## src/common/line_mem_pkg.sv

```systemverilog
`default_nettype none

package line_mem_pkg;

   // ------------------------------------------------------------------------
   // memory geometry
   // ------------------------------------------------------------------------

   // 64 lines of 64 bytes
   localparam int LINE_COUNT     = 64;
   localparam int WORDS_PER_LINE = 8;

   // one 64-bit word per access, one mask bit per byte
   localparam int WORD_BYTES     = 8;
   localparam int WORD_BITS      = 64;
   localparam int WORD_ADDR_BITS = 9;

   // ------------------------------------------------------------------------
   // valid bits
   // ------------------------------------------------------------------------

   // valid ram word, one bit per line
   localparam int GROUP_BITS         = 32;
   localparam int GROUP_COUNT        = 2;
   localparam int GROUP_ADDR_BITS    = 1;
   localparam int LINE_IN_GROUP_BITS = 5;

   // pending clear requests
   localparam int CLR_QUEUE_DEPTH = 4;

   // update op carried through the valid rmw pipeline
   typedef enum logic [1:0] {
      VOP_NONE,
      VOP_SET,
      VOP_CLEAR,
      VOP_INIT
   } vld_op_t;

endpackage

`default_nettype wire

```

## src/common/clr_req_if.sv

```systemverilog
`timescale 1ns/1ps
`default_nettype none

// head of the clear queue, popped by take
interface clr_req_if;

   logic                                       avail;
   logic [line_mem_pkg::GROUP_ADDR_BITS-1:0]   group;
   logic [line_mem_pkg::GROUP_BITS-1:0]        mask;
   logic                                       take;

   // queue presents the head entry
   modport queue (
      output avail,
      output group,
      output mask,
      input  take
   );

   // tracker consumes it
   modport tracker (
      input  avail,
      input  group,
      input  mask,
      output take
   );

endinterface

`default_nettype wire

```

## src/common/mem_wr_if.sv

```systemverilog
`timescale 1ns/1ps
`default_nettype none

// word write into the line memory, no back-pressure
interface mem_wr_if;

   logic                                      en;
   logic [line_mem_pkg::WORD_ADDR_BITS-1:0]   addr;
   logic [line_mem_pkg::WORD_BITS-1:0]        data;
   logic [line_mem_pkg::WORD_BYTES-1:0]       mask;

   // driving side
   modport src (
      output en,
      output addr,
      output data,
      output mask
   );

   // data memory and valid tracker both watch the writes
   modport snk (
      input en,
      input addr,
      input data,
      input mask
   );

endinterface

`default_nettype wire

```

## src/valid_tracker/valid_tracker.sv

```systemverilog
`timescale 1ns/1ps
`default_nettype none

module valid_tracker (
   input  logic                                      wr_clk,
   input  logic                                      rst,
   mem_wr_if.snk                                     wr,
   clr_req_if.tracker                                q,
   input  logic                                      rd_en,
   input  logic [line_mem_pkg::WORD_ADDR_BITS-1:0]   rd_addr,
   output logic                                      rd_line_valid,
   output logic                                      init_done
);

   // one 32-bit word of valid bits per group
   logic [line_mem_pkg::GROUP_BITS-1:0] vld_ram [line_mem_pkg::GROUP_COUNT];

   // write address split into group, line and word
   logic [line_mem_pkg::GROUP_ADDR_BITS-1:0]       wr_group;
   logic [line_mem_pkg::LINE_IN_GROUP_BITS-1:0]    wr_line;
   logic [$clog2(line_mem_pkg::WORDS_PER_LINE)-1:0] wr_word;
   logic [line_mem_pkg::GROUP_ADDR_BITS-1:0]       rd_group;
   logic [line_mem_pkg::LINE_IN_GROUP_BITS-1:0]    rd_line;

   // reset sweep
   logic [line_mem_pkg::GROUP_ADDR_BITS-1:0] sweep_grp;
   logic                                     sweep_issued;

   // stage READ
   logic                                     wr_set;
   line_mem_pkg::vld_op_t                    op_nxt;
   logic [line_mem_pkg::GROUP_ADDR_BITS-1:0] group_nxt;
   logic [line_mem_pkg::GROUP_BITS-1:0]      mask_nxt;

   // stage WRITE
   line_mem_pkg::vld_op_t                    ppl_op;
   logic [line_mem_pkg::GROUP_ADDR_BITS-1:0] ppl_group;
   logic [line_mem_pkg::GROUP_BITS-1:0]      ppl_mask;
   logic [line_mem_pkg::GROUP_BITS-1:0]      rmw_bits;
   logic [line_mem_pkg::GROUP_BITS-1:0]      vld_base;
   logic [line_mem_pkg::GROUP_BITS-1:0]      vld_next;

   // last group written and its value
   logic [line_mem_pkg::GROUP_ADDR_BITS-1:0] cache_group;
   logic [line_mem_pkg::GROUP_BITS-1:0]      cache_bits;

   assign {wr_group, wr_line, wr_word} = wr.addr;
   assign {rd_group, rd_line} = rd_addr[line_mem_pkg::WORD_ADDR_BITS-1 -:
                                        line_mem_pkg::GROUP_ADDR_BITS +
                                        line_mem_pkg::LINE_IN_GROUP_BITS];

   // -------------------------------------------------------------------------
   // stage READ, pick one update per cycle
   // -------------------------------------------------------------------------

   // top byte of the last word completes the line
   assign wr_set = sweep_issued && wr.en && wr.mask[line_mem_pkg::WORD_BYTES-1] &&
                   int'(wr_word) == line_mem_pkg::WORDS_PER_LINE - 1;

   // sets cannot wait, clears sit in the queue
   assign q.take = sweep_issued && !wr_set && q.avail;

   always_comb begin
      op_nxt    = line_mem_pkg::VOP_NONE;
      group_nxt = q.group;
      mask_nxt  = q.mask;
      if (!sweep_issued) begin
         op_nxt    = line_mem_pkg::VOP_INIT;
         group_nxt = sweep_grp;
         mask_nxt  = '0;
      end else if (wr_set) begin
         op_nxt    = line_mem_pkg::VOP_SET;
         group_nxt = wr_group;
         mask_nxt  = {{(line_mem_pkg::GROUP_BITS-1){1'b0}}, 1'b1} << wr_line;
      end else if (q.avail) begin
         op_nxt = line_mem_pkg::VOP_CLEAR;
      end
   end

   always_ff @(posedge wr_clk) begin
      if (rst) begin
         ppl_op <= line_mem_pkg::VOP_NONE;
      end else begin
         ppl_op <= op_nxt;
      end
   end

   always_ff @(posedge wr_clk) begin
      ppl_group <= group_nxt;
      ppl_mask  <= mask_nxt;
      rmw_bits  <= vld_ram[group_nxt];
   end

   // -------------------------------------------------------------------------
   // stage WRITE, merge and write back
   // -------------------------------------------------------------------------

   // ram read missed a write to the same group landing at that edge
   assign vld_base = (ppl_group == cache_group) ? cache_bits : rmw_bits;

   always_comb begin
      case (ppl_op)
         line_mem_pkg::VOP_SET:   vld_next = vld_base | ppl_mask;
         line_mem_pkg::VOP_CLEAR: vld_next = vld_base & ~ppl_mask;
         line_mem_pkg::VOP_INIT:  vld_next = '0;
         default:                 vld_next = vld_base;
      endcase
   end

   always_ff @(posedge wr_clk) begin
      if (ppl_op != line_mem_pkg::VOP_NONE) begin
         vld_ram[ppl_group] <= vld_next;
         cache_group        <= ppl_group;
         cache_bits         <= vld_next;
      end
   end

   // -------------------------------------------------------------------------
   // reset sweep and read port
   // -------------------------------------------------------------------------

   always_ff @(posedge wr_clk) begin
      if (rst) begin
         sweep_grp    <= '0;
         sweep_issued <= 1'b0;
         init_done    <= 1'b0;
      end else begin
         if (!sweep_issued) begin
            sweep_grp <= sweep_grp + 1'b1;
            if (int'(sweep_grp) == line_mem_pkg::GROUP_COUNT - 1) begin
               sweep_issued <= 1'b1;
            end
         end
         // done once the last group's zero lands
         if (ppl_op == line_mem_pkg::VOP_INIT &&
             int'(ppl_group) == line_mem_pkg::GROUP_COUNT - 1) begin
            init_done <= 1'b1;
         end
      end
   end

   always_ff @(posedge wr_clk) begin
      if (rst) begin
         rd_line_valid <= 1'b0;
      end else if (rd_en) begin
         rd_line_valid <= vld_ram[rd_group][rd_line];
      end
   end

endmodule

`default_nettype wire

```

## src/flat_wrapper.sv

```systemverilog
// flat-port wrapper written by rule: the top's interface ports become plain ports
module valid_tracker_flat 
  (wr_clk, rst, rd_en, rd_addr, rd_line_valid, init_done, wr_en, wr_addr, wr_data, wr_mask, q_avail, q_group, q_mask, q_take);
  mem_wr_if wr_i ();
  clr_req_if q_i ();
  input  logic wr_clk;
  input  logic rst;
  input  logic rd_en;
  input  logic [line_mem_pkg::WORD_ADDR_BITS-1:0] rd_addr;
  output logic rd_line_valid;
  output logic init_done;
  input wire logic [$bits(wr_i.en)-1:0] wr_en;
  input wire logic [$bits(wr_i.addr)-1:0] wr_addr;
  input wire logic [$bits(wr_i.data)-1:0] wr_data;
  input wire logic [$bits(wr_i.mask)-1:0] wr_mask;
  input wire logic [$bits(q_i.avail)-1:0] q_avail;
  input wire logic [$bits(q_i.group)-1:0] q_group;
  input wire logic [$bits(q_i.mask)-1:0] q_mask;
  output wire logic [$bits(q_i.take)-1:0] q_take;
  assign wr_i.en = wr_en;
  assign wr_i.addr = wr_addr;
  assign wr_i.data = wr_data;
  assign wr_i.mask = wr_mask;
  assign q_i.avail = q_avail;
  assign q_i.group = q_group;
  assign q_i.mask = q_mask;
  assign q_take = q_i.take;
  valid_tracker u_core (.wr_clk(wr_clk), .rst(rst), .wr(wr_i), .q(q_i), .rd_en(rd_en), .rd_addr(rd_addr), .rd_line_valid(rd_line_valid), .init_done(init_done));
endmodule
```

## config.mk

```make
export PLATFORM = sky130hd
export DESIGN_NAME = valid_tracker_flat
export DESIGN_NICKNAME = d
export VERILOG_FILES = /design/src/common/line_mem_pkg.sv /design/src/common/clr_req_if.sv /design/src/common/mem_wr_if.sv /design/src/valid_tracker/valid_tracker.sv /design/src/flat_wrapper.sv
export SDC_FILE = /design/constraint.sdc
export NUM_CORES = 1
export LEC_CHECK = 0
export ABC_AREA = 1
export BUFFER_PORTS_ARGS = -buffer_cell sky130_fd_sc_hd__buf_4
export CORE_UTILIZATION = 45
export DETAILED_ROUTE_END_ITERATION = 10
export GPL_ROUTABILITY_DRIVEN = 0
export GPL_TIMING_DRIVEN = 0
export PLACE_DENSITY = 0.66
export SLEW_MARGIN = 30
export SYNTH_ARGS = -nofsm -noshare
export SYNTH_HDL_FRONTEND = slang
export SYNTH_SLANG_ARGS = --single-unit
```

## constraint.sdc

```tcl
create_clock -name wr_clk -period 2.8 [get_ports wr_clk]
set_input_delay 0.28 -clock wr_clk [delete_from_list [all_inputs] [get_ports wr_clk]]
set_output_delay 0.28 -clock wr_clk [all_outputs]
set_load 0.02 [all_outputs]
```

# ---- Word level (Yosys, flattened, before mapping)
# Memories as Yosys holds them, arrays and structs flattened. A register that Yosys moved wholly into a read port is not among the register bits.
# Cells that the tools add are included.
dict set report word_totals {
  elab_cells 43
  regBits 72
  n_memories 1
  input_bits 128
  ramBits 64
  output_inout_bits 3
}
# memory depth width read_ports rd_clocked_by_memory_dff write_ports line
set memory_table {}
lappend memory_table {u_core.vld_ram 2 32 2 1 1 valid_tracker.sv:16} ;# logic [line_mem_pkg::GROUP_BITS-1:0] vld_ram [line_mem_pkg::GROUP_COUNT];
dict set report op_classes {
  n_lt_le_gt_ge 1
  n_mux 14
  add_sub_neg 1
  reduce_logical 8
  bitwise_logic 3
  eq_ne 5
  shift 1
}
# op count
set op_table {}
lappend op_table {{case mux 32 bit (3 select lines)} 1}
lappend op_table {{two-way mux 32 bit} 2}
lappend op_table {{AND 32 bit} 1}
lappend op_table {{NOT 32 bit} 1}
lappend op_table {{bitwise OR 32 bit} 1}
lappend op_table {{left shift 1 x 5 -> 32 bit (first input constant)} 1}
lappend op_table {{two-way mux 1 bit} 7}
lappend op_table {{logical AND 1 bit} 6}
lappend op_table {{< comparator 5 x 6 -> 1 bit (second input constant)} 1}
lappend op_table {{two-way mux 2 bit} 3}
lappend op_table {{binary-select mux 1 bit (select 5 bit)} 1}
lappend op_table {{equality test 2 bit (second input constant)} 2}
lappend op_table {{equality test 3 x 1 -> 1 bit (second input constant)} 1}
lappend op_table {{equality test 2 x 1 -> 1 bit (second input constant)} 1}
lappend op_table {{nonzero test 2 bit} 1}
lappend op_table {{adder 1 bit (second input constant)} 1}
lappend op_table {{equality test 1 bit} 1}
lappend op_table {{logical NOT 1 bit} 1}

# ---- Longest topological paths before layout
dict set report depth {
  ltp_word 6
  depth_mapped 13
  depth_no_buf 11
}

# ---- Worst setup path before layout
# OpenSTA, ideal clock, no wires.
dict set report synth_timing {
  path_type {register to register}
  start {register u_core.ppl_op[0]}
  end {memory u_core.vld_ram[0][0] in the netlist's numbering, enable pin}
  n_path_buf 1
  required_time_ns 2.379
  path_slack_ns 0.371
  setup_time_ns 0.421
  t_arrival_ns 2.008
  path_stages_with_launch 4
  period_less_slack_ns 2.429
  path_cell_list {dfxtp_1 clkbuf_1 nor2_1 nor2_1}
}
dict set report synth_via {
  elab_chain_len 3
}
# item line
set synth_lines {}
lappend synth_lines {{start, declared} valid_tracker.sv:36} ;# line_mem_pkg::vld_op_t ppl_op;
lappend synth_lines {{start signal, assigned} valid_tracker.sv:82} ;# ppl_op <= line_mem_pkg::VOP_NONE;
lappend synth_lines {{start signal, assigned} valid_tracker.sv:84} ;# ppl_op <= op_nxt;
lappend synth_lines {{nonzero test 2 bit} valid_tracker.sv:111} ;# if (ppl_op != line_mem_pkg::VOP_NONE) begin
lappend synth_lines {{two-way mux 1 bit} valid_tracker.sv:111}
lappend synth_lines {{two-way mux 1 bit (implied by the code)} valid_tracker.sv:112} ;# vld_ram[ppl_group] <= vld_next;
lappend synth_lines {{end, declared} valid_tracker.sv:16}
# Every way passes these cells.

# ---- Worst setup path after layout
dict set report layout_timing {
  start {register u_core.sweep_issued}
  end {register u_core.rmw_bits[4] in the netlist's numbering (read register of u_core.vld_ram)}
}
dict set report layout_via {
  elab_chain_len 5
}
# item line
set layout_lines {}
lappend layout_lines {{start, declared} valid_tracker.sv:27} ;# logic sweep_issued;
lappend layout_lines {{start signal, assigned} valid_tracker.sv:125} ;# sweep_issued <= 1'b0;
lappend layout_lines {{start signal, assigned} valid_tracker.sv:131} ;# sweep_issued <= 1'b1;
lappend layout_lines {{logical AND 1 bit (3 in a row)} valid_tracker.sv:57} ;# assign wr_set = sweep_issued && wr.en && wr.mask[line_mem_pkg::WORD_BYTES-1] &&
lappend layout_lines {{two-way mux 1 bit} valid_tracker.sv:71} ;# end else if (wr_set) begin
lappend layout_lines {{two-way mux 1 bit (*)} valid_tracker.sv:67} ;# if (!sweep_issued) begin
lappend layout_lines {{end, declared} valid_tracker.sv:39} ;# logic [line_mem_pkg::GROUP_BITS-1:0] rmw_bits;
# Every way passes the cells marked *; elsewhere a longest branch is shown, timed or not.
# A chain may end at the register's enable or synchronous reset.

==> Flow_metrics.wiki <==
{| class="wikitable"
! Metric !! Value
|-
| Total global routing overflow || 0
|-
| Initial antenna violation count || 0
|-
| Register bit count reported by yosys || 168
|-
| Run status || completed
|-
| Category of the critical setup timing path || reg2reg
|-
| Number of clock sinks || 168
|-
| Placed cell count || about 1000
|-
| CORE AREA || 15300 um^2
|-
| Clock insertion delay at the later pin of the skew report || 0.43 ns
|-
| Tightest slew margin relative to the limit || 0.463
|-
| Maxcap violations || 0
|-
| Longest Clk Path Bufs || 2
|-
| Number of synthesis warnings || 0
|-
| Initial Util || 0.462
|-
| Number of gates resized after CTS || 0
|-
| I/O pin count || approximately 130
|-
| Leakage power total || 0.00358 uW
|-
| FF-to-FF path depth || 8
|-
| Syn_nets || roughly 860
|-
| Number of buffers inserted during clock tree synthesis || 17
|-
| Worst R2R End || u_core.rmw_bits[4]
|-
| Crit path capture type || flop
|-
| Reg-to-Reg Start || u_core.sweep_issued
|-
| Final count of negative-setup-slack endpoints || 0
|-
| Path type of the worst min-delay path || in2reg
|-
| Share of post-route cells with drive strength above 1 || 0.158
|-
| Maximum number of pins on one net before global-route repair || 18
|-
| Final clock period utilization by the worst path || 0.747
|-
| CP Data Arrival Time || 2.41 ns
|-
| Vias in the first global route || approximately 5200
|-
| Worst Path Required || 3.12 ns
|-
| Die footprint || 16200 um^2
|-
| Tmin final || 2.09 ns
|-
| Worst-path maximum fanout || 10
|-
| Sequential cell area || 4330 um^2
|-
| Wire length of the first global-routing pass || 29000 um
|-
| Die outline width || 127 um
|-
| Cell types occupying the most area after synthesis || sky130_fd_sc_hd__edfxtp_1, sky130_fd_sc_hd__dfxtp_1, sky130_fd_sc_hd__nand2_1, sky130_fd_sc_hd__nand3_1, sky130_fd_sc_hd__mux2_4
|-
| Antenna-violating nets left || 0
|-
| Part of the Yosys area used for sequential elements || 0.615
|-
| Worst IR drop on VDD || 0.487 mV
|-
| Mean instance size in the synthesized netlist || 9.65 um^2
|-
| Setup repair after global routing missed its margin || false
|-
| Number of different library cells in the post-synthesis netlist || 20
|-
| Cell count of the worst hold path || 3
|-
| Drt pass-1 iters || 6
|-
| Power per unit of standard cell area || 871 nW/um^2
|-
| Final Hold Fails || 0
|-
| Count of inserted antenna diode cells || 0
|-
| Worst clock skew || 0.00550 ns
|-
| Clock input transition at the sequential cells of the worst setup and hold paths || about 0.06 ns
|-
| Post-CTS Repair Setup Buffers || 0
|-
| Total of buffers placed on input and output ports || 52
|-
| DRC violation count after routing || 0
|-
| Count of mapped cells out of synthesis || 730
|-
| Initial DRC Count || roughly 570
|-
| Total power after layout || 7330 uW
|-
| Critical path startpoint category || flop
|-
| Startpoint of the tightest hold check path || q_mask[31]
|-
| Via count || around 5400
|-
| WL per Instance || 18.0 um
|-
| Max-slew violation total from the final report || 0
|-
| Cell chosen for the clock root || sky130_fd_sc_hd__clkbuf_16
|-
| Cell area reported after detailed placement || 7830 um^2
|-
| Drt via density || 5.25
|-
| End-of-flow core utilization || 0.552
|-
| HPWL after detailed placement || 12900 um
|-
| H-tree levels || 4
|-
| Sum of negative setup slack || 0 ns
|-
| Maximum operating frequency || about 480 MHz
|-
| Slew at the pin closest to its max-slew limit || 0.806 ns
|-
| Final non-filler cell area || 8420 um^2
|-
| Total Nets Final || 934
|-
| Post-synth top area share || 0.413
|-
| Post-Synthesis Cell Area || 7040 um^2
|-
| Layout Cells excl Fill || 1030
|-
| Number of placement rows || 45
|-
| Layout-stage area growth over the synthesis result || 19.5%
|-
| Worst Hold End || u_core.ppl_mask[31]
|-
| TritonCTS clock tree || done
|-
| Library cell with the largest summed area after synthesis || sky130_fd_sc_hd__edfxtp_1
|-
| Wirelength, routed || 18500 um
|-
| Worst setup slack for register-to-register paths || 0.71 ns
|-
| Final-layout fill cell count || 1318
|-
| Die boundary height || 127 um
|-
| Overall Global Routing Usage || 0.245
|-
| Cts-stage hold buffer count || 0
|-
| Multi-input gate area in the final layout || between 2000 and 2500 um^2
|}
-- stage by stage --
| step | hold WS (ns) | setup WS (ns) |
|---|---|---|
| detailed placement | 0.447 | 0.509 |
| CTS | 0.0439 | 0.677 |
| finish | 0.0526 | 0.708 |
| global route | 0.0579 | 0.541 |
| global placement | 0.442 | -0.971 |
| floorplan | 0.349 | 0.371 |
-- cells in the mapped netlist --
| cell | count |
|---|---|
| sky130_fd_sc_hd__dfxtp_1 | 71 |
| sky130_fd_sc_hd__a21oi_1 | 6 |
| sky130_fd_sc_hd__nor3_1 | 8 |
| sky130_fd_sc_hd__buf_2 | 1 |
| sky130_fd_sc_hd__inv_1 | 53 |
| sky130_fd_sc_hd__mux2_4 | 27 |
| sky130_fd_sc_hd__a32o_1 | 1 |
| sky130_fd_sc_hd__edfxtp_1 | 97 |
| sky130_fd_sc_hd__buf_6 | 3 |
| sky130_fd_sc_hd__nor2_1 | 14 |
| sky130_fd_sc_hd__mux2_2 | 4 |
| sky130_fd_sc_hd__or2_2 | 1 |
| sky130_fd_sc_hd__o21ai_0 | 64 |
| sky130_fd_sc_hd__nand3_1 | 94 |
| sky130_fd_sc_hd__clkinv_1 | 1 |
| sky130_fd_sc_hd__nand3_2 | 1 |
| sky130_fd_sc_hd__nand2_1 | 251 |
| sky130_fd_sc_hd__clkbuf_1 | 30 |
| sky130_fd_sc_hd__buf_1 | 2 |
| sky130_fd_sc_hd__a21oi_4 | 1 |
-- metal layers --
| layer | share of wire | routed length (um) | GRT usage | up-vias |
|---|---|---|---|---|
| li1 | - | - | - | 2590 |
| met1 | 0.42 | 7860 | 0.334 | 2490 |
| met2 | 0.47 | 8610 | 0.393 | 290 |
| met3 | 0.083 | 1540 | 0.0385 | 42 |
| met4 | 0.027 | 502 | 0.103 | 0 |
| met5 | 0 | 0 | 0 | - |
-- flip-flops by register name, indices dropped and copies added (netlist names), 2 cells and up --
register,cells
u_core.ppl_mask,32
u_core.vld_ram,64
u_core.ppl_op,2
u_core.cache_bits,32
u_core.rmw_bits,32
-- logic make-up (layout without fill, tap and decap cells) --
kind of cell / after synthesis / after routing / share of synthesized area
AOI/OAI and AO/OA: 72 / 72 / 0.0535
buffers and inverters: 90 / 179 / 0.0513
DFF: 168 / 168 / 0.615
muxes: 31 / 31 / 0.0639
and+or+nand+nor: 369 / 369 / 0.216
-- worst max-delay path: stages (launching register included) --
cell and delay, ns:
sky130_fd_sc_hd__dfxtp_1 0.47, sky130_fd_sc_hd__nand2_1 0.08, sky130_fd_sc_hd__nor2_1 0.13, sky130_fd_sc_hd__nand3_2 0.14, sky130_fd_sc_hd__clkinv_1 0.09, sky130_fd_sc_hd__nand2_1 0.08, sky130_fd_sc_hd__a21oi_4 0.39, sky130_fd_sc_hd__buf_6 0.26
sky130_fd_sc_hd__mux2_4 0.32
-- cells in the final DEF, fill, tap and decap left out, types with 6 or more instances in the layout --
cell type / n
sky130_fd_sc_hd__nand2_1: 251
sky130_fd_sc_hd__edfxtp_1: 97
sky130_fd_sc_hd__nand3_1: 94
sky130_fd_sc_hd__dfxtp_1: 71
sky130_fd_sc_hd__o21ai_0: 64
sky130_fd_sc_hd__inv_1: 52
sky130_fd_sc_hd__buf_4: 52
sky130_fd_sc_hd__clkbuf_1: 31
sky130_fd_sc_hd__mux2_4: 27
sky130_fd_sc_hd__clkbuf_16: 17
sky130_fd_sc_hd__nor2_1: 12
sky130_fd_sc_hd__nor3_1: 8
sky130_fd_sc_hd__inv_6: 7
sky130_fd_sc_hd__a21oi_1: 6
-- report_power, final --
group / leakage (uW) / internal, uW / total (uW) / switching (uW)
clock network: 0.000287 / 1330 / 2330 / 992
logic: 0.00173 / 571 / 1410 / 838
registers: 0.00156 / 3350 / 3590 / 241
total: 0.00358 / 5260 / 7330 / 2070
-- layout make-up --
| type | instances | area share |
|---|---|---|
| flip-flops and latches | 168 | 0.515 |
| well taps | 211 | 0.0314 |
| inverters | 54 | 0.0241 |
| multi-input cells | 472 | 0.281 |
| clock inverters | 14 | 0.0190 |
| repair buffers | 57 | 0.0598 |
| clock buffers | 18 | 0.0510 |
| plain buffers | 36 | 0.0189 |
-- worst max path at each step --
stage                                   start                     to  cells after the start
after detailed placement           rd_addr[3]   u_core.rd_line_valid                     12
after global placement       u_core.ppl_op[0]   u_core.vld_ram[0][9]                      3
final                     u_core.sweep_issued     u_core.rmw_bits[4]                      8
after floorplan              u_core.ppl_op[0]   u_core.vld_ram[0][0]                      3
after CTS                    u_core.ppl_op[0]  u_core.vld_ram[0][15]                      5
after global routing      u_core.sweep_issued     u_core.rmw_bits[4]                      8
Power figures use the tool's default switching activity.
