## src/common/line_mem_pkg.sv

```systemverilog
`default_nettype none

package line_mem_pkg;

   // ------------------------------------------------------------------------
   // memory geometry
   // ------------------------------------------------------------------------

   // 64 lines of 64 bytes
   localparam int LINE_COUNT     = 64;
   localparam int WORDS_PER_LINE = 8;

   // one 64-bit word per access, one mask bit per byte
   localparam int WORD_BYTES     = 8;
   localparam int WORD_BITS      = 64;
   localparam int WORD_ADDR_BITS = 9;

   // ------------------------------------------------------------------------
   // valid bits
   // ------------------------------------------------------------------------

   // valid ram word, one bit per line
   localparam int GROUP_BITS         = 32;
   localparam int GROUP_COUNT        = 2;
   localparam int GROUP_ADDR_BITS    = 1;
   localparam int LINE_IN_GROUP_BITS = 5;

   // pending clear requests
   localparam int CLR_QUEUE_DEPTH = 4;

   // update op carried through the valid rmw pipeline
   typedef enum logic [1:0] {
      VOP_NONE,
      VOP_SET,
      VOP_CLEAR,
      VOP_INIT
   } vld_op_t;

endpackage

`default_nettype wire

```

## src/common/clr_req_if.sv

```systemverilog
`timescale 1ns/1ps
`default_nettype none

// head of the clear queue, popped by take
interface clr_req_if;

   logic                                       avail;
   logic [line_mem_pkg::GROUP_ADDR_BITS-1:0]   group;
   logic [line_mem_pkg::GROUP_BITS-1:0]        mask;
   logic                                       take;

   // queue presents the head entry
   modport queue (
      output avail,
      output group,
      output mask,
      input  take
   );

   // tracker consumes it
   modport tracker (
      input  avail,
      input  group,
      input  mask,
      output take
   );

endinterface

`default_nettype wire

```

## src/hdl/clr_queue.sv

```systemverilog
`timescale 1ns/1ps
`default_nettype none

module clr_queue (
   input  logic                                       wr_clk,
   input  logic                                       rst,
   input  logic                                       clr_en,
   input  logic [line_mem_pkg::GROUP_ADDR_BITS-1:0]   clr_group,
   input  logic [line_mem_pkg::GROUP_BITS-1:0]        clr_mask,
   output logic                                       clr_stall,
   clr_req_if.queue                                   q
);

   // entry storage
   logic [line_mem_pkg::GROUP_ADDR_BITS-1:0] grp_mem  [line_mem_pkg::CLR_QUEUE_DEPTH];
   logic [line_mem_pkg::GROUP_BITS-1:0]      mask_mem [line_mem_pkg::CLR_QUEUE_DEPTH];

   logic [$clog2(line_mem_pkg::CLR_QUEUE_DEPTH)-1:0]   wr_ptr;
   logic [$clog2(line_mem_pkg::CLR_QUEUE_DEPTH)-1:0]   rd_ptr;
   logic [$clog2(line_mem_pkg::CLR_QUEUE_DEPTH+1)-1:0] count;

   logic push;
   logic pop;

   assign clr_stall = int'(count) == line_mem_pkg::CLR_QUEUE_DEPTH;
   assign q.avail   = count != '0;
   assign q.group   = grp_mem[rd_ptr];
   assign q.mask    = mask_mem[rd_ptr];

   // stalled producer holds its request
   assign push = clr_en && !clr_stall;
   assign pop  = q.take && q.avail;

   always_ff @(posedge wr_clk) begin
      if (push) begin
         grp_mem[wr_ptr]  <= clr_group;
         mask_mem[wr_ptr] <= clr_mask;
      end
   end

   // pointers wrap on their own, depth is a power of two
   always_ff @(posedge wr_clk) begin
      if (rst) begin
         wr_ptr <= '0;
         rd_ptr <= '0;
         count  <= '0;
      end else begin
         if (push) begin
            wr_ptr <= wr_ptr + 1'b1;
         end
         if (pop) begin
            rd_ptr <= rd_ptr + 1'b1;
         end
         if (push && !pop) begin
            count <= count + 1'b1;
         end else if (pop && !push) begin
            count <= count - 1'b1;
         end
      end
   end

endmodule

`default_nettype wire

```

## src/flat_wrapper.sv

```systemverilog
// flat-port wrapper written by rule: the top's interface ports become plain ports
module clr_queue_flat 
  (wr_clk, rst, clr_en, clr_group, clr_mask, clr_stall, q_avail, q_group, q_mask, q_take);
  clr_req_if q_i ();
  input  logic wr_clk;
  input  logic rst;
  input  logic clr_en;
  input  logic [line_mem_pkg::GROUP_ADDR_BITS-1:0] clr_group;
  input  logic [line_mem_pkg::GROUP_BITS-1:0] clr_mask;
  output logic clr_stall;
  output wire logic [$bits(q_i.avail)-1:0] q_avail;
  output wire logic [$bits(q_i.group)-1:0] q_group;
  output wire logic [$bits(q_i.mask)-1:0] q_mask;
  input wire logic [$bits(q_i.take)-1:0] q_take;
  assign q_avail = q_i.avail;
  assign q_group = q_i.group;
  assign q_mask = q_i.mask;
  assign q_i.take = q_take;
  clr_queue u_core (.wr_clk(wr_clk), .rst(rst), .clr_en(clr_en), .clr_group(clr_group), .clr_mask(clr_mask), .clr_stall(clr_stall), .q(q_i));
endmodule
```

## config.mk

```make
export PLATFORM = sky130hd
export DESIGN_NAME = clr_queue_flat
export DESIGN_NICKNAME = d
export VERILOG_FILES = /design/src/common/line_mem_pkg.sv /design/src/common/clr_req_if.sv /design/src/hdl/clr_queue.sv /design/src/flat_wrapper.sv
export SDC_FILE = /design/constraint.sdc
export NUM_CORES = 1
export LEC_CHECK = 0
export BUFFER_PORTS_ARGS = -buffer_cell sky130_fd_sc_hd__buf_2
export CAP_MARGIN = 0
export CORE_MARGIN = 2
export CORE_UTILIZATION = 56
export CTS_CLUSTER_DIAMETER = 120
export DETAILED_ROUTE_END_ITERATION = 10
export GPL_TIMING_DRIVEN = 0
export PLACE_DENSITY = 0.78
export SYNTH_ARGS = -nofsm -noshare
export SYNTH_HDL_FRONTEND = slang
export SYNTH_SLANG_ARGS = --single-unit
export TNS_END_PERCENT = 10
```

## constraint.sdc

```tcl
create_clock -name wr_clk -period 2.97 [get_ports wr_clk]
set_clock_uncertainty 0.2 [all_clocks]
set_input_delay 0.1485 -clock wr_clk [delete_from_list [all_inputs] [get_ports wr_clk]]
set_output_delay 0.1485 -clock wr_clk [all_outputs]
set_load 0.005 [all_outputs]
```

# Word level (Yosys, flattened, before mapping)
# Memories as Yosys holds them, arrays and structs flattened. A register that Yosys moved wholly into a read port is not among the register bits.
# Cells that the tools add are included.
[totals] output_inout_bits=35 n_memories=2 elab_cells=27 in_bits=37 ramBits=132 latchBits=0 register_bits=7 mem_bits_ro=0
[mem_list] name="u_core.mask_mem" words=4 width=32 read_ports=1 rd_ports_with_merged_regs=1 wr=1 line_no="clr_queue.sv:16" source="logic [line_mem_pkg::GROUP_BITS-1:0] mask_mem [line_mem_pkg::CLR_QUEUE_DEPTH];"
[mem_list] name="u_core.grp_mem" words=4 width=1 read_ports=1 rd_ports_with_merged_regs=1 wr=1 line_no="clr_queue.sv:15" source="logic [line_mem_pkg::GROUP_ADDR_BITS-1:0] grp_mem [line_mem_pkg::CLR_QUEUE_DEPTH];"
[classes] shifts=0 n_mul=0 eq_ne=1 mux=8 n_addsub=4 div=0 n_bitwise=0 order_cmp=0 reduce_logical=9
[op_table] operator="$mux W2" n=4
[op_table] operator="$mux W3" n=2
[op_table] operator="$add A2 B1 Y2 const B" n=2
[op_table] operator="$logic_and A1 B1 Y1" n=4
[op_table] operator="$add A3 B1 Y3 const B" n=1
[op_table] operator="$eq A3 B3 Y1 const B" n=1
[op_table] operator="$logic_not A1 Y1" n=3
[op_table] operator="$reduce_bool A3 Y1" n=1
[op_table] operator="$sub A3 B1 Y3 const B" n=1
[op_table] operator="$mux W1" n=2
[op_table] operator="$reduce_bool A2 Y1" n=1

# Depth between registers and ports, before layout
# Gate-level depths: netlist (run 1).
[depth] depth_word=7 mapped_depth=8 depth_no_buf=8

# Worst setup path after synthesis (run 1)
# OpenSTA, ideal clock, no wires.
[synth_timing] kind="reg-to-reg" from="register u_core.count[0] (netlist bit)" to="register u_core.count[2] (netlist bit)" slack_ns=0.793 path_buffers=0 stages_incl_launch_ff=9 setup_ns=0.070 arrival_ns=1.907 synth_period_minus_slack_ns=2.177 required_ns=2.700 path_cell_list="dfxtp_1 > nor3b_2 > nor2_2 > ha_1 > inv_1 > fa_1 > xor2_1 > or3_1 > a21oi_1"
[synth_via] elab_chain_len=6 elab_cells_between_ends=14
[synth_rtl] element="start: declaration" line_no="clr_queue.sv:20" source="logic [$clog2(line_mem_pkg::CLR_QUEUE_DEPTH+1)-1:0] count;"
[synth_rtl] element="start signal: assignment" line_no="clr_queue.sv:55" source="count <= count + 1'b1;"
[synth_rtl] element="start signal: assignment" line_no="clr_queue.sv:57" source="count <= count - 1'b1;"
[synth_rtl] element="$eq A3 B3 Y1 *" line_no="clr_queue.sv:25" source="assign clr_stall = int'(count) == line_mem_pkg::CLR_QUEUE_DEPTH;"
[synth_rtl] element="net clr_stall" line_no="flat_wrapper.sv:10" source="output logic clr_stall;"
[synth_rtl] element="$logic_not A1 Y1 *" line_no="clr_queue.sv:31" source="assign push = clr_en && !clr_stall;"
[synth_rtl] element="$logic_and A1 B1 Y1 *" line_no="clr_queue.sv:31"
[synth_rtl] element="net u_core.push" line_no="clr_queue.sv:22" source="logic push;"
[synth_rtl] element="$logic_not A1 Y1" line_no="clr_queue.sv:56" source="end else if (pop && !push) begin"
[synth_rtl] element="$logic_and A1 B1 Y1" line_no="clr_queue.sv:56"
[synth_rtl] element="$reduce_bool A2 Y1 (no line)"
# Mark *: on every way through the listed nets, which the timed path passes. The rest lies on a longest branch. The select of a mux whose other input is x is not followed.
# A chain may end at the register's enable or synchronous reset.

# Final worst setup path (run 1)
[layout_timing] from="register u_core.count[0] (netlist bit)" to="register u_core.count[2] (netlist bit)"
[layout_via] elab_chain_len=6 elab_cells_between_ends=14
[layout_rtl] element="$eq A3 B3 Y1 *" line_no="clr_queue.sv:25"
[layout_rtl] element="$logic_not A1 Y1 *" line_no="clr_queue.sv:31"
[layout_rtl] element="$logic_and A1 B1 Y1 *" line_no="clr_queue.sv:31"
[layout_rtl] element="net u_core.push" line_no="clr_queue.sv:22"
[layout_rtl] element="$logic_not A1 Y1" line_no="clr_queue.sv:56"
[layout_rtl] element="$logic_and A1 B1 Y1" line_no="clr_queue.sv:56"
[layout_rtl] element="$reduce_bool A2 Y1 (no line)"
# Marked as above.

==> impl_metrics.csv, run 1 <==
group,metric,value,unit
cts,cts_tree,"done",
floorplanning,die_height,101,microns
power,total_leakage_power,2.37,nW
global_route,grt_pass1_wl,13.8,mm
power,vdd_drop_max,0.435,mV
critical_path,critPathArrivalTime,2.63,ns
cts,postCtsSetupBuffers,0,
cts,cts-buffers-inserted,17,
critical_path,worst_setup_start_kind,"flop",
yosys,postSynthRegisterBits,141,
floorplanning,die_width,101,microns
sta,final_min_period_over_clock_period,80.6,%
global_route,groute.layer.met1.usage,23.4,%
yosys,yosys_most_used_dff,"sky130_fd_sc_hd__edfxtp_1",
floorplanning,core_area,0.00920,sq mm
yosys,number_of_enable_type_register_cells_in_the_synthesized_netlist,132,
sta,fmax,418,MHz
sta,grt_setup_unrepaired,"false",
yosys,synth_nets,264,
floorplanning,io_pins,72,
global_route,first_global_vias,2720,
cts,cts_root_buffer,"sky130_fd_sc_hd__clkbuf_8",
finish,number_of_antenna_cells_inserted,0,
yosys,syn_area,0.00527,sq mm
global_route,grtUsageMet2,31.0,%
cts,cts_hold_repair.buffers,37,
floorplanning,dieArea,0.0102,sq mm
sta,timing.max_slew.rel_slack,39.8,%
status,outcome,"finished, final reports clean",
sta,report.final.slew_viol_count,0,
yosys,ys.warnings.count,0,
power,powerDensity,867,mW/mm^2
yosys,avgSynthCellArea,23.8,sq um
finish,layout-drive-gt1-share,40.8,%
detailed_routing,route.final.wire_length,8.79,mm
global_route,met3_demand_to_capacity_share_in_global_routing,4.85,%
global_route,global_route.usage.total,18.6,%
cts,cts-root-to-sink-buffers,2,
yosys,count_of_unique_library_cells_instantiated_by_yosys,22,
yosys,asr_flop_ratio_synth,0,%
cts,insertion_delay,0.51,ns
detailed_routing,drc,0,
cts,htree_num_levels,4,
place,finalWeightedCongestion,0.728,
finish,finish.net_count,390,
place,port-buffer-count,70,
global_route,residual_overflow_from_global_routing,0,
global_route,largest_net_degree_at_the_start_of_global_routing,34,
cts,cts_repair_resizes,0,
critical_path,cp-end-kind,"flop",
power,power.total,5.85,mW
cts,cts_num_sinks,141,
global_route,grt_most_used_layer,"met2",
sta,worstMarginPinSlew,0.903,ns
floorplanning,placement_rows,35,
detailed_routing,avgViaCountPerCell,5.49,
sta,count_of_endpoints_failing_setup_in_the_final_report,0,
sta,finalCriticalPeriod,2.39,ns
cts,path_clk_slew,0.06,ns
detailed_routing,detail_route.iter0.violations,103,
critical_path,critical_path_class,"reg -> reg",
yosys,synth_seq_area_share,78.7,%
finish,area.growth.synth_to_final,28.0,%
sta,fin_setup_tns,0,ns
global_route,grt_antenna_before_repair,0,
place,dp_hpwl,5.10,mm
sta,timing.final.hold_violations,0,
detailed_routing,ant_nets,0,
critical_path,path_max_fanout,6,
detailed_routing,avgRoutedWirePerCell,18.7,microns
flow_run,max_cap_viol_count,0,
detailed_routing,route.vias.total,2584,
floorplanning,initial_utilization,57.3,%
critical_path,worstPathRequired,3.21,ns
sta,finalWorstSetupSlack,0.575,ns
yosys,post_syn_instances,221,
place,post-place-ws,0.576,ns
detailed_routing,first_pass_iters,4,
min_path,timing.hold.worst.class,"in -> reg",
-- registers in the layout, summed over array words and instances, names as in the netlist, named ones only --
register and cells:
u_core.mask_mem 128, u_core.grp_mem 4, u_core.count 3, u_core.rd_ptr 2, u_core.wr_ptr 2
-- through the flow --
step / utilization, % / cell area [sq um] / hold WS, ns / instances
finish: 73.3 / 6740 / 0.190 / 471
global placement: 62.6 / 5760 / 0.160 / 402
floorplan: - / 5270 / 0.0474 / 221
detailed placement: 62.7 / 5760 / 0.167 / 402
CTS: 73.3 / 6740 / 0.167 / 471
global route: 73.3 / 6740 / 0.185 / 471
-- cell usage in the layout, fill, tap and decap left out, types with 4 or more instances in the layout --
cell	Yosys	final
sky130_fd_sc_hd__and2_2	0	4
sky130_fd_sc_hd__ha_1	5	5
sky130_fd_sc_hd__buf_2	3	73
sky130_fd_sc_hd__inv_1	4	4
sky130_fd_sc_hd__clkbuf_16	0	16
sky130_fd_sc_hd__xor2_1	4	4
sky130_fd_sc_hd__clkbuf_1	2	4
sky130_fd_sc_hd__nor2_1	5	5
sky130_fd_sc_hd__edfxtp_1	132	132
sky130_fd_sc_hd__bufinv_16	0	4
sky130_fd_sc_hd__dfxtp_1	9	9
sky130_fd_sc_hd__dlygate4sd3_1	0	37
sky130_fd_sc_hd__mux4_2	33	33
-- report_power, final --
| part | total [mW] | internal (mW) | switching, mW |
|---|---|---|---|
| Sequential | 2.47 | 2.40 | 0.0762 |
| Combinational | 1.22 | 0.684 | 0.535 |
| Clock | 2.16 | 1.37 | 0.786 |
| Total | 5.85 | 4.45 | 1.40 |
-- critical path, stage by stage (launching register included) --
cell and delay [ns]:
sky130_fd_sc_hd__dfxtp_1 0.48, sky130_fd_sc_hd__nor3b_2 0.12, sky130_fd_sc_hd__nor2_2 0.21, sky130_fd_sc_hd__ha_1 0.24
sky130_fd_sc_hd__inv_1 0.07, sky130_fd_sc_hd__fa_1 0.37, sky130_fd_sc_hd__xor2_1 0.18, sky130_fd_sc_hd__or3_1 0.31
sky130_fd_sc_hd__a21oi_1 0.15
-- per-layer routing --
metal | vias to the layer above | routed length, microns
met4 | 0 | 162
met1 | 1315 | 3700
met2 | 82 | 4560
met5 | - | 0
met3 | 13 | 368
li1 | 1174 | -
-- cells by family (layout without fill, tap and decap cells) --
kind of cell	count (synthesis)	in the layout	share of synthesized area [%]
DFF	141	141	78.7
AOI/OAI and AO/OA	6	6	0.784
buffers and inverters	13	152	2.07
muxes	35	35	14.5
xor gates and xnor gates	4	4	0.665
and+or+nand+nor	16	16	1.78
adders and majority gates	6	6	1.57
-- area by class of cell --
cell class                 count  area, sq um
buffer                         9         93.8
clock inverter                13          188
timing repair buffer         107          721
multi-input combinational     67         1020
clock buffer                  19          422
fill                         557         2450
inverter                       4         15.0
tap                          111          139
sequential                   141         4140
-- Yosys cell counts (2+ instances only) --
| cell type | instances | share of area (%) |
|---|---|---|
| sky130_fd_sc_hd__ha_1 | 5 | 1.2 |
| sky130_fd_sc_hd__nand2b_1 | 2 | 0.24 |
| sky130_fd_sc_hd__clkbuf_1 | 2 | 0.14 |
| sky130_fd_sc_hd__a21oi_1 | 2 | 0.19 |
| sky130_fd_sc_hd__buf_12 | 3 | 1.1 |
| sky130_fd_sc_hd__mux2i_1 | 2 | 0.38 |
| sky130_fd_sc_hd__xor2_1 | 4 | 0.66 |
| sky130_fd_sc_hd__o21ai_0 | 2 | 0.19 |
| sky130_fd_sc_hd__dfxtp_1 | 9 | 3.4 |
| sky130_fd_sc_hd__buf_2 | 3 | 0.28 |
| sky130_fd_sc_hd__mux4_2 | 33 | 14 |
| sky130_fd_sc_hd__inv_1 | 4 | 0.28 |
| sky130_fd_sc_hd__and2_1 | 4 | 0.47 |
| sky130_fd_sc_hd__or3_1 | 3 | 0.36 |
| sky130_fd_sc_hd__nor2_1 | 5 | 0.36 |
| sky130_fd_sc_hd__edfxtp_1 | 132 | 75 |
-- worst paths after layout --
kind / endpoint / startpoint / cells past startpoint / slack (ns)
max: u_core.count[2] / u_core.count[0] / 8 / 0.58
min: u_core.mask_mem[0][11] / clr_mask[11] / 2 / 0.19
max reg2reg: u_core.count[2] / u_core.count[0] / 8 / 0.58
min reg2reg: flop / u_core.rd_ptr[1] / 2 / 0.33
No activity file was read; power rests on OpenSTA's default activity.
==> inputs of run 2 (changes only) <==
- clock period: 2.97 -> 2.3 ns (I/O delays scaled with it)
==> run 2 against run 1 <==
Against the previous run:
- flip-flop and latch count unchanged
- fmax up 7.8%
- non-clock buffer count grew 1
- die area unchanged
- critical path depth shrank 1
- combinational power increased by 31%
- wire length grew 0.22%
- worst hold slack lost 0.034 ns
- clock-buffer cell count unchanged
- first-iteration DRC count is 5.8% lower
- via count up 0.31%
- sequential share of layout area is 0.28 points lower
- largest power group unchanged
==> impl_metrics.csv, run 2 (same netlist as run 1, synthesis figures left out) <==
group,metric,value,unit
detailed_routing,detail_route.iter0.violations,97,
detailed_routing,route.vias.total,2592,
place,port-buffer-count,70,
detailed_routing,drc,0,
status,outcome,"finished, final reports clean",
finish,number_of_antenna_cells_inserted,0,
min_path,timing.hold.worst.class,"in -> reg",
finish,regMostFlops,"u_core.mask_mem",
cts,cts_tree,"done",
finish,layout-drive-gt1-share,42.7,%
floorplanning,die_height,101,microns
floorplanning,initial_utilization,57.3,%
cts,cts_num_sinks,141,
cts,cts-root-to-sink-buffers,2,
cts,path_clk_slew,0.06,ns
global_route,grt_pass1_wl,13.9,mm
cts,insertion_delay,0.50,ns
floorplanning,io_pins,72,
critical_path,cp-end-kind,"flop",
detailed_routing,route.final.wire_length,8.81,mm
finish,layout.cells.most_common_list,"sky130_fd_sc_hd__edfxtp_1 (132), sky130_fd_sc_hd__buf_2 (70), sky130_fd_sc_hd__dlygate4sd3_1 (37)",
sta,count_of_endpoints_failing_setup_in_the_final_report,0,
place,finalWeightedCongestion,0.728,
power,total_leakage_power,2.38,nW
detailed_routing,avgViaCountPerCell,5.49,
floorplanning,die_width,101,microns
sta,final_min_period_over_clock_period,96.6,%
global_route,residual_overflow_from_global_routing,0,
min_path,hold_start,"clr_mask[8]",
global_route,first_global_vias,2748,
floorplanning,placement_rows,35,
floorplanning,dieArea,0.0102,sq mm
global_route,grt_antenna_before_repair,0,
sta,fmax,450,MHz
critical_path,crit-reg2reg-launch,"u_core.count[0]",
sta,timing.final.hold_violations,0,
place,dp_hpwl,5.10,mm
critical_path,critical_path_class,"reg -> reg",
finish,stdcell_area,0.00678,sq mm
critical_path,path_max_fanout,6,
global_route,global_route.usage.total,18.8,%
detailed_routing,avgRoutedWirePerCell,18.7,microns
power,vdd_drop_max,0.579,mV
power,powerDensity,1120,mW/mm^2
detailed_routing,first_pass_iters,4,
sta,finalCriticalPeriod,2.22,ns
floorplanning,core_area,0.00920,sq mm
critical_path,worstPathRequired,2.53,ns
flow_run,max_cap_viol_count,0,
finish,fill_cells,555,
finish,area.growth.synth_to_final,28.7,%
critical_path,reg2regPathDepth,7,
cts,cts_root_buffer,"sky130_fd_sc_hd__clkbuf_8",
sta,timing.max_slew.rel_slack,40.1,%
critical_path,worst_setup_start_kind,"flop",
cts,cts-buffers-inserted,17,
critical_path,critical_path.reg2reg.endpoint,"u_core.count[2]",
detailed_routing,ant_nets,0,
finish,largest_register_ffs,128,
critical_path,critPathArrivalTime,2.46,ns
sta,worstMarginPinSlew,0.899,ns
cts,htree_num_levels,4,
power,power.total,7.58,mW
global_route,largest_net_degree_at_the_start_of_global_routing,34,
sta,report.final.slew_viol_count,0,
critical_path,worst-r2r-setup-slack,0.08,ns
finish,reg.largest.list,"u_core.mask_mem: 128 flops, u_core.grp_mem: 4 flops, u_core.count: 3 flops",
min_path,hold_depth,2,
sta,hold_ws,0.156,ns
place,postPlaceCellArea,0.00576,sq mm
min_path,hold-path-endpoint,"u_core.mask_mem[3][8]",
finish,most_common_library_cell_in_the_layout_ignoring_fill_and_taps,"sky130_fd_sc_hd__edfxtp_1",
finish,finish.net_count,391,
run 2: cell count changes in the layout (fill, tap and decap cells not counted), sizes merged:
| cell | before | now |
|---|---|---|
| buf | 77 | 79 |
| clkbuf | 21 | 20 |
run 2: through the flow:
step                      utilization [%]  cells  worst slack (ns)  setup TNS (ns)
after floorplan                         -    221             0.123               0
after global placement               62.6    402            -0.501          -65.38
after detailed placement             62.7    402           -0.0943         -0.0943
after CTS                            73.6    473            0.0465               0
after global routing                 73.7    472          -0.00906        -0.00906
final                                73.7    472            0.0790               0
run 2: worst max-delay path, stage by stage, from the launching register on:
cell	delay (ns)
sky130_fd_sc_hd__dfxtp_2	0.37
sky130_fd_sc_hd__o31ai_4	0.28
sky130_fd_sc_hd__ha_2	0.24
sky130_fd_sc_hd__inv_1	0.05
sky130_fd_sc_hd__fa_1	0.37
sky130_fd_sc_hd__xor2_1	0.18
sky130_fd_sc_hd__or3_1	0.32
sky130_fd_sc_hd__a21oi_2	0.14
run 2: layout make-up:
cell class / count / area [sq um] / area share, %
Clock buffer: 19 / 422 / 6.22
Multi-Input combinational cell: 67 / 1040 / 15.3
Clock inverter: 13 / 188 / 2.77
Tap cell: 111 / 139 / 2.05
Sequential cell: 141 / 4150 / 61.2
Timing Repair Buffer: 109 / 736 / 10.9
Buffer: 8 / 97.6 / 1.44
Inverter: 4 / 15.0 / 0.221
run 2: where the power goes:
part           leakage (nW)  total, mW  switching, mW  internal, mW
clock network         0.289       2.77           1.00          1.77
logic                 0.806       1.60          0.692         0.904
registers              1.28       3.21          0.113          3.10
total                  2.38       7.58           1.81          5.77
run 2: per-layer routing:
layer	share of wire [%]	wire length, microns	track usage [%]
met1	42	3670	23.3
met2	53	4660	31.6
met3	4.0	350	4.85
met4	1.5	131	7.80
met5	0	0	0
run 2: worst max path at each step:
stage                    start  slack (ns)                      to
5_1_grt        u_core.count[2]      -0.009         u_core.count[2]
3_5_place_dp   u_core.count[0]       -0.09         u_core.count[2]
4_1_cts        u_core.count[0]        0.05         u_core.count[2]
3_3_place_gp   u_core.count[0]       -0.50  u_core.mask_mem[2][12]
6_report       u_core.count[0]        0.08         u_core.count[2]
2_1_floorplan  u_core.count[0]        0.12         u_core.count[2]
run 2: what timing repair did:
item,CTS,global route
endpoints found under the setup margin,9,25
pin swaps,1,2
hold buffers,37,0
gates cloned,0,0
hold endpoints to repair,141,0
setup buffers,2,0
resized for setup,5,4
==> inputs of run 3 (changes only) <==
- CELL_PAD_IN_SITES_DETAIL_PLACEMENT: default -> 1
- CELL_PAD_IN_SITES_GLOBAL_PLACEMENT: default -> 1
- CORE_UTILIZATION: 56 -> 50
- PLACE_DENSITY: 0.78 -> default
- PLACE_DENSITY_LB_ADDON: default -> 0.1
==> run 3 against run 2 <==
Against the previous run:
- critical path depth stayed put
- die area is 12% higher
- fmax is 0.90% lower
- final area is 0.13% higher
- setup slack worse by 0.020 ns
- clock-buffer cell count is 1 lower
- sequential power hardly changed
- total power is 3.2% lower
==> impl_metrics.csv, run 3 (same netlist as run 1, synthesis figures left out) <==
group,metric,value,unit
status,outcome,"finished, final reports clean",
place,dp_hpwl,5.92,mm
critical_path,cp_buf_inv_count,1,
place,placed_cells,430,
finish,area.growth.synth_to_final,28.9,%
critical_path,critical-path-max-stage-delay,0.37,ns
min_path,timing.hold.worst.class,"in -> reg",
power,vdd_drop_max,0.575,mV
global_route,residual_overflow_from_global_routing,0,
cts,htree_num_levels,4,
sta,timing.max_slew.rel_slack,41.3,%
sta,worstMarginPinSlew,0.880,ns
floorplanning,placement_rows,37,
cts,path_clk_slew,0.06,ns
min_path,hold_depth,2,
critical_path,worst-r2r-setup-slack,0.06,ns
detailed_routing,avgRoutedWirePerCell,20.0,microns
critical_path,worstPathRequired,2.54,ns
finish,layoutNonFillerInstCount,499,
finish,finish.net_count,393,
detailed_routing,avgViaCountPerCell,5.21,
critical_path,reg2regPathDepth,7,
sta,finalCriticalPeriod,2.24,ns
floorplanning,dieArea,0.0114,sq mm
global_route,global_route.usage.total,19.5,%
finish,seq_area,0.00415,sq mm
cts,cts_num_sinks,141,
floorplanning,die_height,107,microns
floorplanning,initial_utilization,51.3,%
finish,largest_register_ffs,128,
place,postPlaceCellArea,0.00586,sq mm
sta,fmax,446,MHz
finish,most_common_library_cell_in_the_layout_ignoring_fill_and_taps,"sky130_fd_sc_hd__edfxtp_1",
min_path,hold-path-endpoint,"u_core.mask_mem[0][0]",
critical_path,path_max_fanout,6,
finish,multi_input_comb_area,0.00102,sq mm
min_path,hold_start,"clr_mask[0]",
finish,layout.cells.most_common_list,"sky130_fd_sc_hd__edfxtp_1 (132), sky130_fd_sc_hd__buf_2 (70), sky130_fd_sc_hd__dlygate4sd3_1 (36)",
critical_path,timing.critical_path.cells,"o31ai_2 > ha_1 > inv_1 > fa_1 > xor2_1 > or3_1 > a21oi_1",
global_route,grt_antenna_before_repair,0,
floorplanning,die_width,107,microns
critical_path,critical_path_class,"reg -> reg",
detailed_routing,detail_route.iter0.violations,153,
critical_path,critical_path.reg2reg.endpoint,"u_core.count[2]",
sta,report.final.slew_viol_count,0,
power,total_leakage_power,2.37,nW
critical_path,timing.critical_path.slowest_stage_cell,"sky130_fd_sc_hd__dfxtp_2",
finish,stdcell_area,0.00679,sq mm
detailed_routing,ant_nets,0,
critical_path,critical_path.top_delay_family,"adder cells",
cts,cts-buffers-inserted,17,
cts,insertion_delay,0.51,ns
critical_path,critPathArrivalTime,2.48,ns
finish,regMostFlops,"u_core.mask_mem",
sta,final_min_period_over_clock_period,97.4,%
floorplanning,io_pins,72,
finish,layout-drive-gt1-share,41.9,%
place,post-place-ws,-0.106,ns
sta,finalWorstSetupSlack,0.0589,ns
place,port-buffer-count,70,
global_route,largest_net_degree_at_the_start_of_global_routing,34,
power,power.total,7.34,mW
cts,cts-root-to-sink-buffers,2,
critical_path,worst_setup_start_kind,"flop",
global_route,grt_pass1_wl,15.9,mm
detailed_routing,drc,0,
floorplanning,core_area,0.0103,sq mm
sta,timing.final.hold_violations,0,
cts,cts_tree,"done",
critical_path,crit-reg2reg-launch,"u_core.count[0]",
cts,cts_root_buffer,"sky130_fd_sc_hd__clkbuf_8",
detailed_routing,route.vias.total,2598,
power,powerDensity,1080,mW/mm^2
place,finalWeightedCongestion,0.668,
sta,fin_setup_tns,0,ns
critical_path,cp-end-kind,"flop",
sta,grt_setup_unrepaired,"true",
finish,reg.largest.list,"u_core.mask_mem: 128 flops, u_core.grp_mem: 4 flops, u_core.count: 3 flops",
global_route,first_global_vias,2798,
sta,count_of_endpoints_failing_setup_in_the_final_report,0,
finish,number_of_antenna_cells_inserted,0,
detailed_routing,first_pass_iters,4,
detailed_routing,route.final.wire_length,10.0,mm
finish,fill_cells,889,
flow_run,max_cap_viol_count,0,
-- run 3: cell count changes in the layout (fill, tap and decap cells not counted), sizes merged --
cell and change:
clkbuf +1, clkinv +6, inv -3, dlygate4sd3 -1, bufinv -2, buf +1
-- run 3: worst max path at each step --
| stage | start | end | slack (ns) | cells past startpoint |
|---|---|---|---|---|
| 2_1_floorplan | u_core.count[0] | u_core.count[2] | 0.12 | 8 |
| 3_3_place_gp | u_core.count[0] | u_core.mask_mem[0][19] | -0.63 | 3 |
| 3_5_place_dp | u_core.count[0] | u_core.count[2] | -0.11 | 8 |
| 4_1_cts | flop | q_mask[14] | -0.01 | 4 |
| 5_1_grt | u_core.count[0] | u_core.count[2] | -0.05 | 7 |
| 6_report | u_core.count[0] | u_core.count[2] | 0.06 | 7 |
-- run 3: worst register-to-register path: cells and delay by family (launching register included) --
kind	cells	cell delay [ns]
buf+inv	1	0.06
compound gates	2	0.45
flops	1	0.37
fa+ha+maj	2	0.60
xor+xnor	1	0.18
simple gates	1	0.31
-- run 3: layout make-up --
cell class | instances | share of cell area [%]
Buffer | 8 | 1.44
Clock buffer | 18 | 6.16
Clock inverter | 14 | 1.88
Inverter | 4 | 0.221
Multi-Input combinational cell | 67 | 15.0
Sequential cell | 141 | 61.1
Tap cell | 136 | 2.51
Timing Repair Buffer | 111 | 11.7
-- run 3: layer usage --
metal	wire length [microns]	part of all wire, %	vias to the layer above	track usage, %
met5	0	0	-	0
met4	171	1.7	0	7.51
met3	378	3.8	13	5.23
met2	4980	50	70	30.8
met1	4470	45	1337	26.3
li1	-	-	1178	-
-- run 3: through the flow --
step / util (%) / hold slack, ns
floorplan: - / 0.0139
global placement: 56.3 / 0.128
detailed placement: 57.0 / 0.133
CTS: 66.0 / 0.128
global route: 66.1 / 0.145
finish: 66.1 / 0.153
-- run 3: report_power, final --
group / switching (mW) / internal, mW / total (mW)
clock: 0.972 / 1.52 / 2.49
combinational: 0.724 / 0.917 / 1.64
sequential: 0.112 / 3.10 / 3.21
-- run 3: repair_timing --
| item | CTS | global route |
|---|---|---|
| hold endpoints to repair | 141 | 0 |
| setup buffers | 2 | 0 |
| endpoints found under the setup margin | 14 | 59 |
| hold buffers | 36 | 0 |
| gates resized for setup | 3 | 2 |
| pin swaps | 1 | 1 |
| gates cloned | 0 | 0 |
